File: src/source/usb_bulk_pkg.sv
`default_nettype none

package usb_bulk_pkg;

  typedef logic [7:0]  usb_byte_t;
  typedef logic [3:0]  usb_pid_t;
  typedef logic [6:0]  usb_addr_t;
  typedef logic [3:0]  usb_endp_t;
  typedef logic [15:0] usb_crc16_t;

  // PID nibbles, sent on the wire as {~pid, pid}
  localparam usb_pid_t PID_OUT   = 4'h1;
  localparam usb_pid_t PID_IN    = 4'h9;
  localparam usb_pid_t PID_DATA0 = 4'h3;
  localparam usb_pid_t PID_DATA1 = 4'hB;
  localparam usb_pid_t PID_ACK   = 4'h2;
  localparam usb_pid_t PID_NAK   = 4'hA;

  // Reflected form of the good-packet CRC16 remainder
  localparam usb_crc16_t CRC16_RESIDUE = 16'hB001;

  typedef struct packed {
    usb_byte_t data;
    logic      last;
  } usb_stream_t;

  typedef enum logic [2:0] {
    EV_NONE,
    EV_OUT_TOKEN,
    EV_IN_TOKEN,
    EV_DATA_OK,
    EV_DATA_BAD,
    EV_ACK
  } usb_event_kind_t;

  typedef struct packed {
    usb_event_kind_t kind;
    logic            toggle;
    logic            target;
  } usb_event_t;

  typedef enum logic [1:0] {
    RP_ACK,
    RP_NAK,
    RP_DATA0,
    RP_DATA1
  } usb_reply_kind_t;

  // One byte of CRC16, polynomial 0x8005 processed LSB first
  function automatic usb_crc16_t crc16_step(input usb_crc16_t crc, input usb_byte_t data);
    usb_crc16_t c;
    c = crc ^ {8'h00, data};
    for (int i = 0; i < 8; i++) begin
      c = c[0] ? ((c >> 1) ^ 16'hA001) : (c >> 1);
    end
    return c;
  endfunction

endpackage

`default_nettype wire

File: src/source/usb_bulk_transactor.sv
`timescale 1ns/1ps
`default_nettype none

module usb_bulk_transactor (
  input  wire                           clock,
  input  wire                           reset,
  input  usb_bulk_pkg::usb_event_t      event_i,
  output logic                          data_en_o,
  output logic                          fifo_save_o,
  output logic                          fifo_drop_o,
  output logic                          fifo_commit_o,
  output logic                          fifo_rewind_o,
  input  wire                           fifo_avail_i,
  input  wire                           fifo_space_i,
  output logic                          reply_valid_o,
  output usb_bulk_pkg::usb_reply_kind_t reply_kind_o,
  input  wire                           reply_ready_i
);

  typedef enum logic [1:0] {IDLE, OUT_WAIT_DATA, IN_WAIT_ACK} xact_state_t;

  xact_state_t                   state_q;
  logic                          out_toggle_q;
  logic                          in_toggle_q;
  logic                          data_en_q;
  logic                          save_q;
  logic                          drop_q;
  logic                          commit_q;
  logic                          rewind_q;
  logic                          reply_valid_q;
  usb_bulk_pkg::usb_reply_kind_t reply_kind_q;

  always_ff @(posedge clock) begin
    if (reset) begin
      state_q       <= IDLE;
      out_toggle_q  <= 1'b0;
      in_toggle_q   <= 1'b0;
      data_en_q     <= 1'b0;
      save_q        <= 1'b0;
      drop_q        <= 1'b0;
      commit_q      <= 1'b0;
      rewind_q      <= 1'b0;
      reply_valid_q <= 1'b0;
      reply_kind_q  <= usb_bulk_pkg::RP_NAK;
    end else begin
      save_q   <= 1'b0;
      drop_q   <= 1'b0;
      commit_q <= 1'b0;
      rewind_q <= 1'b0;
      if (reply_ready_i) begin
        reply_valid_q <= 1'b0;
      end
      if (event_i.kind != usb_bulk_pkg::EV_NONE) begin
        state_q   <= IDLE;
        data_en_q <= 1'b0;
        // Unacknowledged IN data goes back to the start of its packet
        if (state_q == IN_WAIT_ACK && event_i.kind != usb_bulk_pkg::EV_ACK) begin
          rewind_q <= 1'b1;
        end
        case (event_i.kind)
          usb_bulk_pkg::EV_OUT_TOKEN: begin
            if (event_i.target) begin
              state_q   <= OUT_WAIT_DATA;
              data_en_q <= fifo_space_i;
            end
          end
          usb_bulk_pkg::EV_IN_TOKEN: begin
            if (event_i.target) begin
              reply_valid_q <= 1'b1;
              if (fifo_avail_i) begin
                state_q      <= IN_WAIT_ACK;
                reply_kind_q <= in_toggle_q ? usb_bulk_pkg::RP_DATA1 : usb_bulk_pkg::RP_DATA0;
              end else begin
                reply_kind_q <= usb_bulk_pkg::RP_NAK;
              end
            end
          end
          usb_bulk_pkg::EV_DATA_OK: begin
            if (state_q == OUT_WAIT_DATA) begin
              reply_valid_q <= 1'b1;
              if (!data_en_q) begin
                reply_kind_q <= usb_bulk_pkg::RP_NAK;
              end else if (event_i.toggle == out_toggle_q) begin
                save_q       <= 1'b1;
                out_toggle_q <= ~out_toggle_q;
                reply_kind_q <= usb_bulk_pkg::RP_ACK;
              end else begin
                // Host missed our ACK and resent the packet
                drop_q       <= 1'b1;
                reply_kind_q <= usb_bulk_pkg::RP_ACK;
              end
            end
          end
          usb_bulk_pkg::EV_DATA_BAD: begin
            if (state_q == OUT_WAIT_DATA && data_en_q) begin
              drop_q <= 1'b1;
            end
          end
          usb_bulk_pkg::EV_ACK: begin
            if (state_q == IN_WAIT_ACK) begin
              commit_q    <= 1'b1;
              in_toggle_q <= ~in_toggle_q;
            end
          end
          default: begin
          end
        endcase
      end
    end
  end

  assign data_en_o     = data_en_q;
  assign fifo_save_o   = save_q;
  assign fifo_drop_o   = drop_q;
  assign fifo_commit_o = commit_q;
  assign fifo_rewind_o = rewind_q;
  assign reply_valid_o = reply_valid_q;
  assign reply_kind_o  = reply_kind_q;

  a_save_drop_excl: assert property (@(posedge clock) disable iff (reset)
    !(fifo_save_o && fifo_drop_o));

endmodule

`default_nettype wire

File: config.mk
export PLATFORM = sky130hd
export DESIGN_NAME = usb_bulk_transactor
export DESIGN_NICKNAME = d
export VERILOG_FILES = /design/src/source/usb_bulk_pkg.sv /design/src/source/usb_bulk_transactor.sv
export SDC_FILE = /design/constraint.sdc
export NUM_CORES = 1
export LEC_CHECK = 0
export BUFFER_PORTS_ARGS = -buffer_cell sky130_fd_sc_hd__buf_2
export CORE_AREA = 5 5 49 51
export DETAILED_ROUTE_END_ITERATION = 6
export DIE_AREA = 0 0 54 56
export GPL_TIMING_DRIVEN = 1
export HOLD_SLACK_MARGIN = 0.05
export PLACE_DENSITY = 0.62
export REMOVE_ABC_BUFFERS = 1
export SLEW_MARGIN = 30
export SYNTH_ARGS = -nofsm -noshare
export SYNTH_HDL_FRONTEND = slang
export SYNTH_SLANG_ARGS = --single-unit
File: constraint.sdc
create_clock -name clock -period 1.4 [get_ports clock]
set_clock_uncertainty 0.1 [all_clocks]
set_input_delay 0.28 -clock clock [delete_from_list [all_inputs] [get_ports clock]]
set_output_delay 0.28 -clock clock [all_outputs]
set_load 0.05 [all_outputs]
# ---- After elaboration in Yosys (flattened, before gate mapping)
# Cells that the tools add are included.
# Widths: inputs -> output; s select.
dict set report totals {
  input_bits 10
  mem_count 0
  out_inout_bits 8
  mem_bits_rw 0
  reg_bits 12
  latchBits 0
  romBits 0
  elab_cells 63
}
dict set report classes {
  n_mul 0
  magnitude_cmp 0
  n_shift 0
  div 0
  eq_ne 11
  reduce_logical 10
  n_mux 25
  bitwise_logic 7
  n_addsub 0
}
# operator count
set op_table {}
lappend op_table {{$mux 1} 16}
lappend op_table {{$mux 2} 5}
lappend op_table {{$pmux 2 s2} 2}
lappend op_table {{$not 1->1} 7}
lappend op_table {{$eq 3x2->1 const B} 2}
lappend op_table {{$eq 3x3->1 const B} 2}
lappend op_table {{$reduce_and 5->1} 1}
lappend op_table {{$reduce_or 5->1} 1}
lappend op_table {{$ne 2x2->1 const B} 2}
lappend op_table {{$pmux 1 s2} 2}
lappend op_table {{$reduce_and 4->1} 1}
lappend op_table {{$eq 3x1->1 const B} 1}
lappend op_table {{$ne 3x3->1 const B} 1}
lappend op_table {{$reduce_and 3->1} 1}
lappend op_table {{$reduce_bool 3->1} 1}
lappend op_table {{$reduce_or 3->1} 1}
lappend op_table {{$eq 2x1->1 const B} 1}
lappend op_table {{$eq 2x2->1 const B} 1}
lappend op_table {{$logic_and 1x1->1} 2}
lappend op_table {{$reduce_bool 2->1} 1}
lappend op_table {{$reduce_or 2->1} 1}
lappend op_table {{$eq 1x1->1} 1}

# ---- Logic depth before layout (Yosys ltp)
# Gate-level depths: netlist (run 1).
dict set report logic_depth {
  word_depth 5
  mapped_depth 4
  ltp_nobuf 3
}

# ---- Least setup slack after synthesis (run 1)
# No wires, ideal clock.
dict set report synth_timing {
  kind {reg-to-reg}
  start {register data_en_q (netlist: data_en_o)}
  end {register out_toggle_q}
  setup_slack_ps 51
  path_stages_with_launch 4
  required_ps 1209
  arrival_ps 1158
  period_less_slack_ps 1349
  setup_ps 91
  path_buffers 0
  cell_sequence {dfxtp_1 and3b_1 a21oi_1 a311oi_1}
}
dict set report synth_between {
  elab_chain_cells 1
}
# item line
set synth_lines {}
lappend synth_lines {{start: declaration} usb_bulk_transactor.sv:25} ;# logic data_en_q;
lappend synth_lines {{start signal: assignment} usb_bulk_transactor.sv:64} ;# data_en_q <= fifo_space_i;
lappend synth_lines {{$reduce_and 5->1 (no source line)} n/a}
lappend synth_lines {{end signal: assignment} usb_bulk_transactor.sv:85} ;# out_toggle_q <= ~out_toggle_q;
lappend synth_lines {{end: declaration} usb_bulk_transactor.sv:23} ;# logic out_toggle_q;
# Every way passes these cells.
# A chain may end at the register's enable or synchronous reset.

# ---- Final worst setup path (run 1)
dict set report layout_timing {
  start {register data_en_q (netlist: data_en_o)}
  end {output data_en_o}
}
# item line
set layout_rtl {}
lappend layout_rtl {{end: declaration} usb_bulk_transactor.sv:8} ;# output logic data_en_o,
# No word-level cell between the ends.

==> results of run 1 <==
## cells by family after synthesis
logic type	synth area share (%)
buffers and inverters	6.30
AND/OR/NAND/NOR	30.9
flip-flops	43.2
multiplexers	3.60
AO/OA/AOI/OAI	12.8
XOR/XNOR	3.15
## through the flow
step	util, %	hold WS [ns]	std cells	cell area, sq um	total power [uW]
floorplan	-	0.249	55	528	395
global placement	34.0	0.355	99	647	430
detailed placement	34.0	0.360	99	647	432
global route	35.2	0.160	102	669	656
CTS	35.2	0.131	102	669	639
finish	35.2	0.144	102	669	626
## area by class of cell
type | count | area (sq um)
Clock buffer | 3 | 22.5
Inverter | 2 | 7.51
Multi-Input combinational cell | 41 | 280
Fill cell | 214 | 1230
Sequential cell | 12 | 240
Tap cell | 27 | 33.8
Timing Repair Buffer | 17 | 85.1
## power breakdown
| part | internal, uW | switching (uW) | total (uW) |
|---|---|---|---|
| registers | 345 | 2.78 | 348 |
| clock network | 99.3 | 103 | 202 |
| logic | 28.9 | 46.9 | 75.8 |
## synth_stat cells (2+ instances only)
library cell,count
a21oi_1,6
and3b_1,3
dfxtp_1,12
mux2i_1,2
nor2_1,2
nor2b_1,2
nor3_1,3
nor4_1,3
nor4b_1,2
xor2_1,2
## flip-flops by register name, indices dropped and copies added (netlist names)
signal and count:
reply_kind_o 2, state_q 2, data_en_o 1, fifo_commit_o 1
fifo_drop_o 1, fifo_rewind_o 1, fifo_save_o 1, in_toggle_q 1
out_toggle_q 1, reply_valid_o 1
## cell usage in the layout, fill, tap and decap left out, drive strengths merged, types with 3 or more instances in the layout
cell type	count
nor3	3
a21oi	6
nor4	3
dfxtp	12
clkbuf	3
and3b	3
buf	17
## how the worst max path moves through the flow
stage	from	to	slack, ns	depth (start not counted)
global placement	event_i[3]	in_toggle_q	0.14	4
detailed placement	event_i[2]	out_toggle_q	0.1	4
finish	data_en_o	data_en_o	0.06	1
floorplan	data_en_o	out_toggle_q	0.05	3
global route	data_en_o	data_en_o	0.02	1
CTS	data_en_o	data_en_o	0.05	1
## layer usage
metal  up-vias  routed length (um)  GRT usage [%]
met1       222                 618           12.3
met4         0                  14           6.41
li1        248                   -              -
met3         2                 112           2.68
met2        17                 496           11.4
met5         -                   0              0
==> qor.txt, run 1 <==
First-pass GRT wire length: 1.99 mm
Worst R2R Path Depth: 3
Dpl hpwl: 904 um
Minimum clock period: 1.34 ns
CTS H-tree depth: 1
Yosys top cell area share: 43.2%
Post-CTS Repair Setup Buffers: 0
Core area: 1900 sq um
Die Area: 3020 sq um
LEAKAGE: 0.000285 uW
Reg-to-reg slack, setup: 0.19 ns
Num rows: 16
Die span in y: 56 um
Hold EP: out_toggle_q
Synth warnings: 0
Power Density: 936 nW/um^2
CP max-delay cell: dfxtp_1
CTS max path bufs: 2
Number of global-route vias before repair: 454
Crit-path cells: buf_2
Pre-antenna DRT Iters: 4
Fin Setup TNS: 0 ns
Hold Vio Cnt, Final: 0
Hold Crit Depth: 2
CP arrival: 0.96 ns
Root Driver: clkbuf_4
Worst R2R End: in_toggle_q
DRT iter0 DRCs: 9
Synth async-reset ratio: 0%
Layout cells sized above 1: 29.3%
Cell type group with the largest total delay on the critical path: flip-flops
Crit path kind: reg2out
DR vias/cell: 4.79
Post-place setup slack: 0.0954 ns
R2R Path Start: state_q[0]
Final slew viol count: 0
EDFF count, synth: 0
Total track usage: 8.95%
Port bufs: 17
Hold/Removal Path Class: in2reg
# diodes: 0
Mapped Cells: 59
Area added between synthesis and finish: 20.5%
Drt drc: 0
Pin count of the biggest net entering global routing: 14
Slew HR: 82.4%
Worst Tran Pin Value: 0.261 ns
Largest stage delay, worst path: 0.40 ns
Critical Path Start Type: flop
Crit path max fanout: 5
Post-synthesis register bit count: 12
Clock Latency Late Sink: 0.27 ns
Synth area leaders: dfxtp_1 43%, a21oi_1 5.4%, and3b_1 4.7%
ANT nets after route: 0
Hold Path Origin: event_i[1]
Vias: 489
Mean Syn Cell Area: 9.42 sq um
I/O pins: 18
Resized cells post-CTS: 0
Period utilization: 95.5%
Max-cap violation count: 0
Routed WL per cell: 12.2 um
Max Freq: 748 MHz
Yosys top cell by area: dfxtp_1
Post-synthesis sequential area ratio: 43.2%
Cell variety after synth: 32
Critical Path End Type: output port
Setup ws final: 0.0635 ns
Final RePlAce weighted congestion: 0.733
CTS tree: yes
Peak supply drop: 0.325 mV
RSZ-0062 raised after global routing: no
CP Data Required Time: 1.02 ns
Cell Area, Synth: 556 sq um
Status: completed
Initial Utilization: 29.2%
Die X: 54 um
Num CTS Buffers: 3
Final net count: 87
Number of hold buffers added after cts: 0
Final wirelength: 1.24 mm
Reg clk slew, reported paths: 0.07 ns
Number of clock sinks: 12
Total grt overflow: 0
Dominant synthesized flop cell: dfxtp_1
Initial antenna violation count: 0
Worst Path Buf+Inv: 1
Final Setup Violations: 0
No activity file was read; power rests on OpenSTA's default activity.
==> run 2: changes to the inputs <==
- CORE_AREA: 5 5 49 51 -> 5 5 44 46
- CTS_CLUSTER_DIAMETER: unset -> 50
- DIE_AREA: 0 0 54 56 -> 0 0 49 51
- PLACE_DENSITY: 0.62 -> 0.73
==> qor.txt, run 2 (same netlist as run 1, synthesis figures left out) <==
Clock share of power: 33.5% (was 32.3%)
Worst hold margin: 0.111 ns (was 0.144 ns)
Final net count: 87 (unchanged)
Crit path max fanout: 5 (unchanged)
Crit-path cells: clkbuf_4 (was buf_2)
Commonest non-fill, non-tap cell in the layout: buf_2 (unchanged)
Core area: 1470 sq um (was 1900 sq um)
I/O pins: 18 (unchanged)
Int Pwr: 474 uW (was 473 uW)
DR vias/cell: 5.55 (was 4.79)
Reg clk slew, reported paths: 0.08 ns (was 0.07 ns)
Worst Tran Pin Value: 0.287 ns (was 0.261 ns)
Peak supply drop: 0.277 mV (was 0.325 mV)
CTS H-tree depth: 1 (unchanged)
Routed WL per cell: 14.1 um (was 12.2 um)
Final Setup Violations: 0 (unchanged)
Total track usage: 11.3% (was 8.95%)
Switch Pwr: 165 uW (was 153 uW)
Max Freq: 752 MHz (was 748 MHz)
Layout cells sized above 1: 29.3% (unchanged)
Hold/Removal Path Class: in2reg (unchanged)
Worst R2R Path Depth: 3 (unchanged)
Fin Setup TNS: 0 ns (unchanged)
Root Driver: clkbuf_4 (unchanged)
Drt drc: 0 (unchanged)
Number of clock sinks: 12 (unchanged)
Number of global-route vias before repair: 478 (was 454)
Initial antenna violation count: 0 (unchanged)
Die span in y: 51 um (was 56 um)
ANT nets after route: 0 (unchanged)
Pin count of the biggest net entering global routing: 14 (unchanged)
Port bufs: 17 (unchanged)
Critical Path Start Type: flop (unchanged)
Combinational power share: 12.1% (about the same)
Clock Latency Late Sink: 0.28 ns (was 0.27 ns)
Area added between synthesis and finish: 18.5% (was 20.5%)
DRT iter0 DRCs: 2 (was 9)
LEAKAGE: 0.000284 uW (was 0.000285 uW)
Max-cap violation count: 0 (unchanged)
Flop pwr share: 54.4% (was 55.6%)
RSZ-0062 raised after global routing: no (unchanged)
Pre-antenna DRT Iters: 4 (unchanged)
CP arrival: 0.95 ns (was 0.96 ns)
Largest stage delay, worst path: 0.41 ns (was 0.40 ns)
CP Data Required Time: 1.02 ns (about the same)
Fraction of power spent switching nets: 25.9% (was 24.4%)
Placement Cell Area: 633 sq um (was 647 sq um)
Crit. path cell count: 1 (unchanged)
Final wirelength: 1.28 mm (was 1.24 mm)
Hold Path Origin: event_i[1] (unchanged)
Hold Vio Cnt, Final: 0 (unchanged)
Hold EP: out_toggle_q (unchanged)
Initial Utilization: 37.8% (was 29.2%)
Minimum clock period: 1.33 ns (was 1.34 ns)
Worst R2R End: in_toggle_q (unchanged)
CTS max path bufs: 2 (unchanged)
First-pass GRT wire length: 2.14 mm (was 1.99 mm)
Number of hold buffers added after cts: 0 (unchanged)
CP max-delay cell: dfxtp_1 (unchanged)
Final Instance Area: 658 sq um (was 669 sq um)
Post-CTS Repair Setup Buffers: 0 (unchanged)
Resized cells post-CTS: 0 (unchanged)
Worst Path Buf+Inv: 1 (unchanged)
Period utilization: 95.0% (was 95.5%)
Die X: 49 um (was 54 um)
# diodes: 0 (unchanged)
CTS tree: yes (unchanged)
Final slew viol count: 0 (unchanged)
Crit path kind: reg2out (unchanged)
Final RePlAce weighted congestion: 0.726 (was 0.733)
Hold Crit Depth: 2 (unchanged)
Total grt overflow: 0 (unchanged)
Power Density: 971 nW/um^2 (was 936 nW/um^2)
Num rows: 14 (was 16)
Core Util, Final: 44.7% (was 35.2%)
Vias: 505 (was 489)
Dpl hpwl: 887 um (was 904 um)
Num CTS Buffers: 3 (unchanged)
Most frequent cells in the layout: 16 x buf_2, 12 x dfxtp_1, 6 x a21oi_1, 4 x clkbuf_4 (was 17 x buf_2, 12 x dfxtp_1, 6 x a21oi_1)
R2R Path Start: state_q[0] (unchanged)
Die Area: 2500 sq um (was 3020 sq um)
Cell type group with the largest total delay on the critical path: flip-flops (unchanged)
Reg-to-reg slack, setup: 0.17 ns (was 0.19 ns)
Status: completed (unchanged)
Critical Path End Type: output port (unchanged)
Slew HR: 80.6% (was 82.4%)
==> run 2: worst max-delay path by stage <==
stage	start	to	slack [ns]
after global routing	data_en_o	data_en_o	0.01
after floorplan	data_en_o	out_toggle_q	0.05
after CTS	data_en_o	data_en_o	0.04
final	data_en_o	data_en_o	0.07
after global placement	event_i[3]	in_toggle_q	0.13
after detailed placement	event_i[3]	in_toggle_q	0.09
==> run 2: per-stage QoR <==
| stage | power [uW] | setup slack, ns | instances |
|---|---|---|---|
| 5_1_grt | 678 | 0.0102 | 91 |
| 3_3_place_gp | 430 | 0.135 | 88 |
| 2_1_floorplan | 395 | 0.0507 | 55 |
| 6_report | 639 | 0.0700 | 91 |
| 3_5_place_dp | 433 | 0.0932 | 88 |
| 4_1_cts | 645 | 0.0427 | 91 |
==> run 2: layer usage <==
| metal | up-vias | GRT usage [%] | routed length [um] |
|---|---|---|---|
| met5 | - | 0 | 0 |
| met4 | 0 | 12.1 | 82 |
| met3 | 9 | 2.62 | 60 |
| met2 | 18 | 16.5 | 616 |
| met1 | 230 | 12.9 | 519 |
| li1 | 248 | - | - |
==> run 2: cell type report <==
cell class / count / area (sq um)
tap: 16 / 20.0
clock buffer: 3 / 22.5
multi-input combinational: 41 / 280
inverter: 2 / 7.51
timing repair buffer: 17 / 87.6
fill: 154 / 813
sequential: 12 / 240
==> run 2: power groups by stage <==
stage / Clock (uW) / Combinational, uW / Sequential (uW)
4_1_cts: 220 / 77.1 / 348
5_1_grt: 245 / 84.4 / 349
2_1_floorplan: 0 / 27.8 / 367
6_report: 214 / 77.3 / 348
3_5_place_dp: 0 / 76.6 / 356
3_3_place_gp: 0 / 74.0 / 356
==> run 3: changes to the inputs <==
- BUFFER_PORTS_ARGS: -buffer_cell sky130_fd_sc_hd__buf_2 -> unset
- DONT_BUFFER_PORTS: unset -> 1
- PLACE_DENSITY: 0.73 -> 0.63
==> qor.txt, run 3 (same netlist as run 1, synthesis figures left out) <==
Clock Latency Late Sink: 0.26 ns (was 0.28 ns)
ANT nets after route: 0 (unchanged)
Vias: 449 (was 505)
Number of global-route vias before repair: 407 (was 478)
CTS H-tree depth: 1 (unchanged)
CP Data Required Time: 1.02 ns (about the same)
Hold/Removal Path Class: in2reg (unchanged)
Post-CTS Repair Setup Buffers: 0 (unchanged)
I/O pins: 18 (unchanged)
Peak supply drop: 0.269 mV (was 0.277 mV)
Total grt overflow: 0 (unchanged)
Die span in y: 51 um (unchanged)
Area added between synthesis and finish: 14.4% (was 18.5%)
Max Freq: 786 MHz (was 752 MHz)
Initial antenna violation count: 0 (unchanged)
Resized cells post-CTS: 0 (unchanged)
Total track usage: 10.1% (was 11.3%)
Hold Vio Cnt, Final: 0 (unchanged)
Worst Setup SP: reply_valid_o (was data_en_o)
Number of clock sinks: 12 (unchanged)
First-pass GRT wire length: 1.94 mm (was 2.14 mm)
Power Density: 960 nW/um^2 (was 971 nW/um^2)
Layout cells sized above 1: 10.8% (was 29.3%)
Num rows: 14 (unchanged)
Root Driver: clkbuf_4 (unchanged)
Minimum clock period: 1.27 ns (was 1.33 ns)
Final slew viol count: 0 (unchanged)
Port bufs: 0 (was 17)
Pin count of the biggest net entering global routing: 13 (was 14)
Core area: 1470 sq um (unchanged)
R2R Path Start: state_q[0] (unchanged)
Max-cap violation count: 0 (unchanged)
CTS max path bufs: 2 (unchanged)
Core Util, Final: 43.2% (was 44.7%)
Setup ws final: 0.127 ns (was 0.0700 ns)
Post-place setup slack: 0.215 ns (was 0.0932 ns)
DR vias/cell: 5.54 (was 5.55)
CP arrival: 0.89 ns (was 0.95 ns)
Dpl hpwl: 766 um (was 887 um)
Routed WL per cell: 13.9 um (was 14.1 um)
Crit path max fanout: 2 (was 5)
RSZ-0062 raised after global routing: no (unchanged)
Die Area: 2500 sq um (unchanged)
# diodes: 0 (unchanged)
Reg clk slew, reported paths: 0.07 ns (was 0.08 ns)
Slew HR: 66.7% (was 80.6%)
Drt drc: 0 (unchanged)
Worst hold margin: 0.0573 ns (was 0.111 ns)
Crit path kind: reg2out (unchanged)
Worst Tran Pin Value: 0.498 ns (was 0.287 ns)
Most frequent cells in the layout: 12 x dfxtp_1, 6 x a21oi_1, 5 x dlygate4sd3_1 (was 16 x buf_2, 12 x dfxtp_1, 6 x a21oi_1, 4 x clkbuf_4)
Hold Path Origin: event_i[2] (was event_i[1])
LEAKAGE: 0.000240 uW (was 0.000284 uW)
CTS tree: yes (unchanged)
Final RePlAce weighted congestion: 0.733 (was 0.726)
Initial Utilization: 37.8% (unchanged)
Num CTS Buffers: 3 (unchanged)
Final Setup Violations: 0 (unchanged)
Pre-antenna DRT Iters: 3 (was 4)
Die X: 49 um (unchanged)
Critical Path Start Type: flop (unchanged)
Final net count: 77 (was 87)
Status: completed (unchanged)
Fin Setup TNS: 0 ns (unchanged)
Commonest non-fill, non-tap cell in the layout: dfxtp_1 (was buf_2)
DRT iter0 DRCs: 6 (was 2)
Critical Path End Type: output port (unchanged)
Final wirelength: 1.13 mm (was 1.28 mm)
Period utilization: 90.9% (was 95.0%)
## run 3: layout make-up
| class | instances | area, sq um |
|---|---|---|
| timing repair buffer | 7 | 65.1 |
| inverter | 2 | 7.51 |
| clock buffer | 3 | 22.5 |
| fill | 148 | 836 |
| sequential | 12 | 240 |
| multi-input combinational | 41 | 280 |
| tap | 16 | 20.0 |
## run 3: repair_timing
item                                   4_1_cts  5_1_grt
setup endpoints to repair                    0        0
endpoints found under the hold margin       10        0
hold buffers                                 5        0
## run 3: final timing paths
kind	to	slack (ns)	cells after the start
worst max-delay path	reply_valid_o	0.13	0
worst max register to register	in_toggle_q	0.19	3
worst min-delay path	fifo_commit_o	0.06	2
worst min register to register	in_toggle_q	0.39	2
## run 3: where the power goes
part | total [uW] | leakage (uW) | switching, uW | internal [uW]
clock network | 200 | 0.0000138 | 101 | 99.0
logic | 57.4 | 0.000130 | 27.2 | 30.2
registers | 353 | 0.0000969 | 7.56 | 345
total | 610 | 0.000240 | 135 | 474
## run 3: routing by layer
layer / wire length (um) / track usage (%)
met5: 0 / 0
met4: 22 / 5.38
met3: 66 / 3.49
met2: 531 / 15.7
met1: 508 / 12.2
## run 3: through the flow
stage / power [uW] / cell area [sq um] / cells
2_1_floorplan: 395 / 528 / 55
3_3_place_gp: 401 / 563 / 73
3_5_place_dp: 401 / 563 / 73
4_1_cts: 616 / 636 / 81
5_1_grt: 641 / 636 / 81
6_report: 610 / 636 / 81
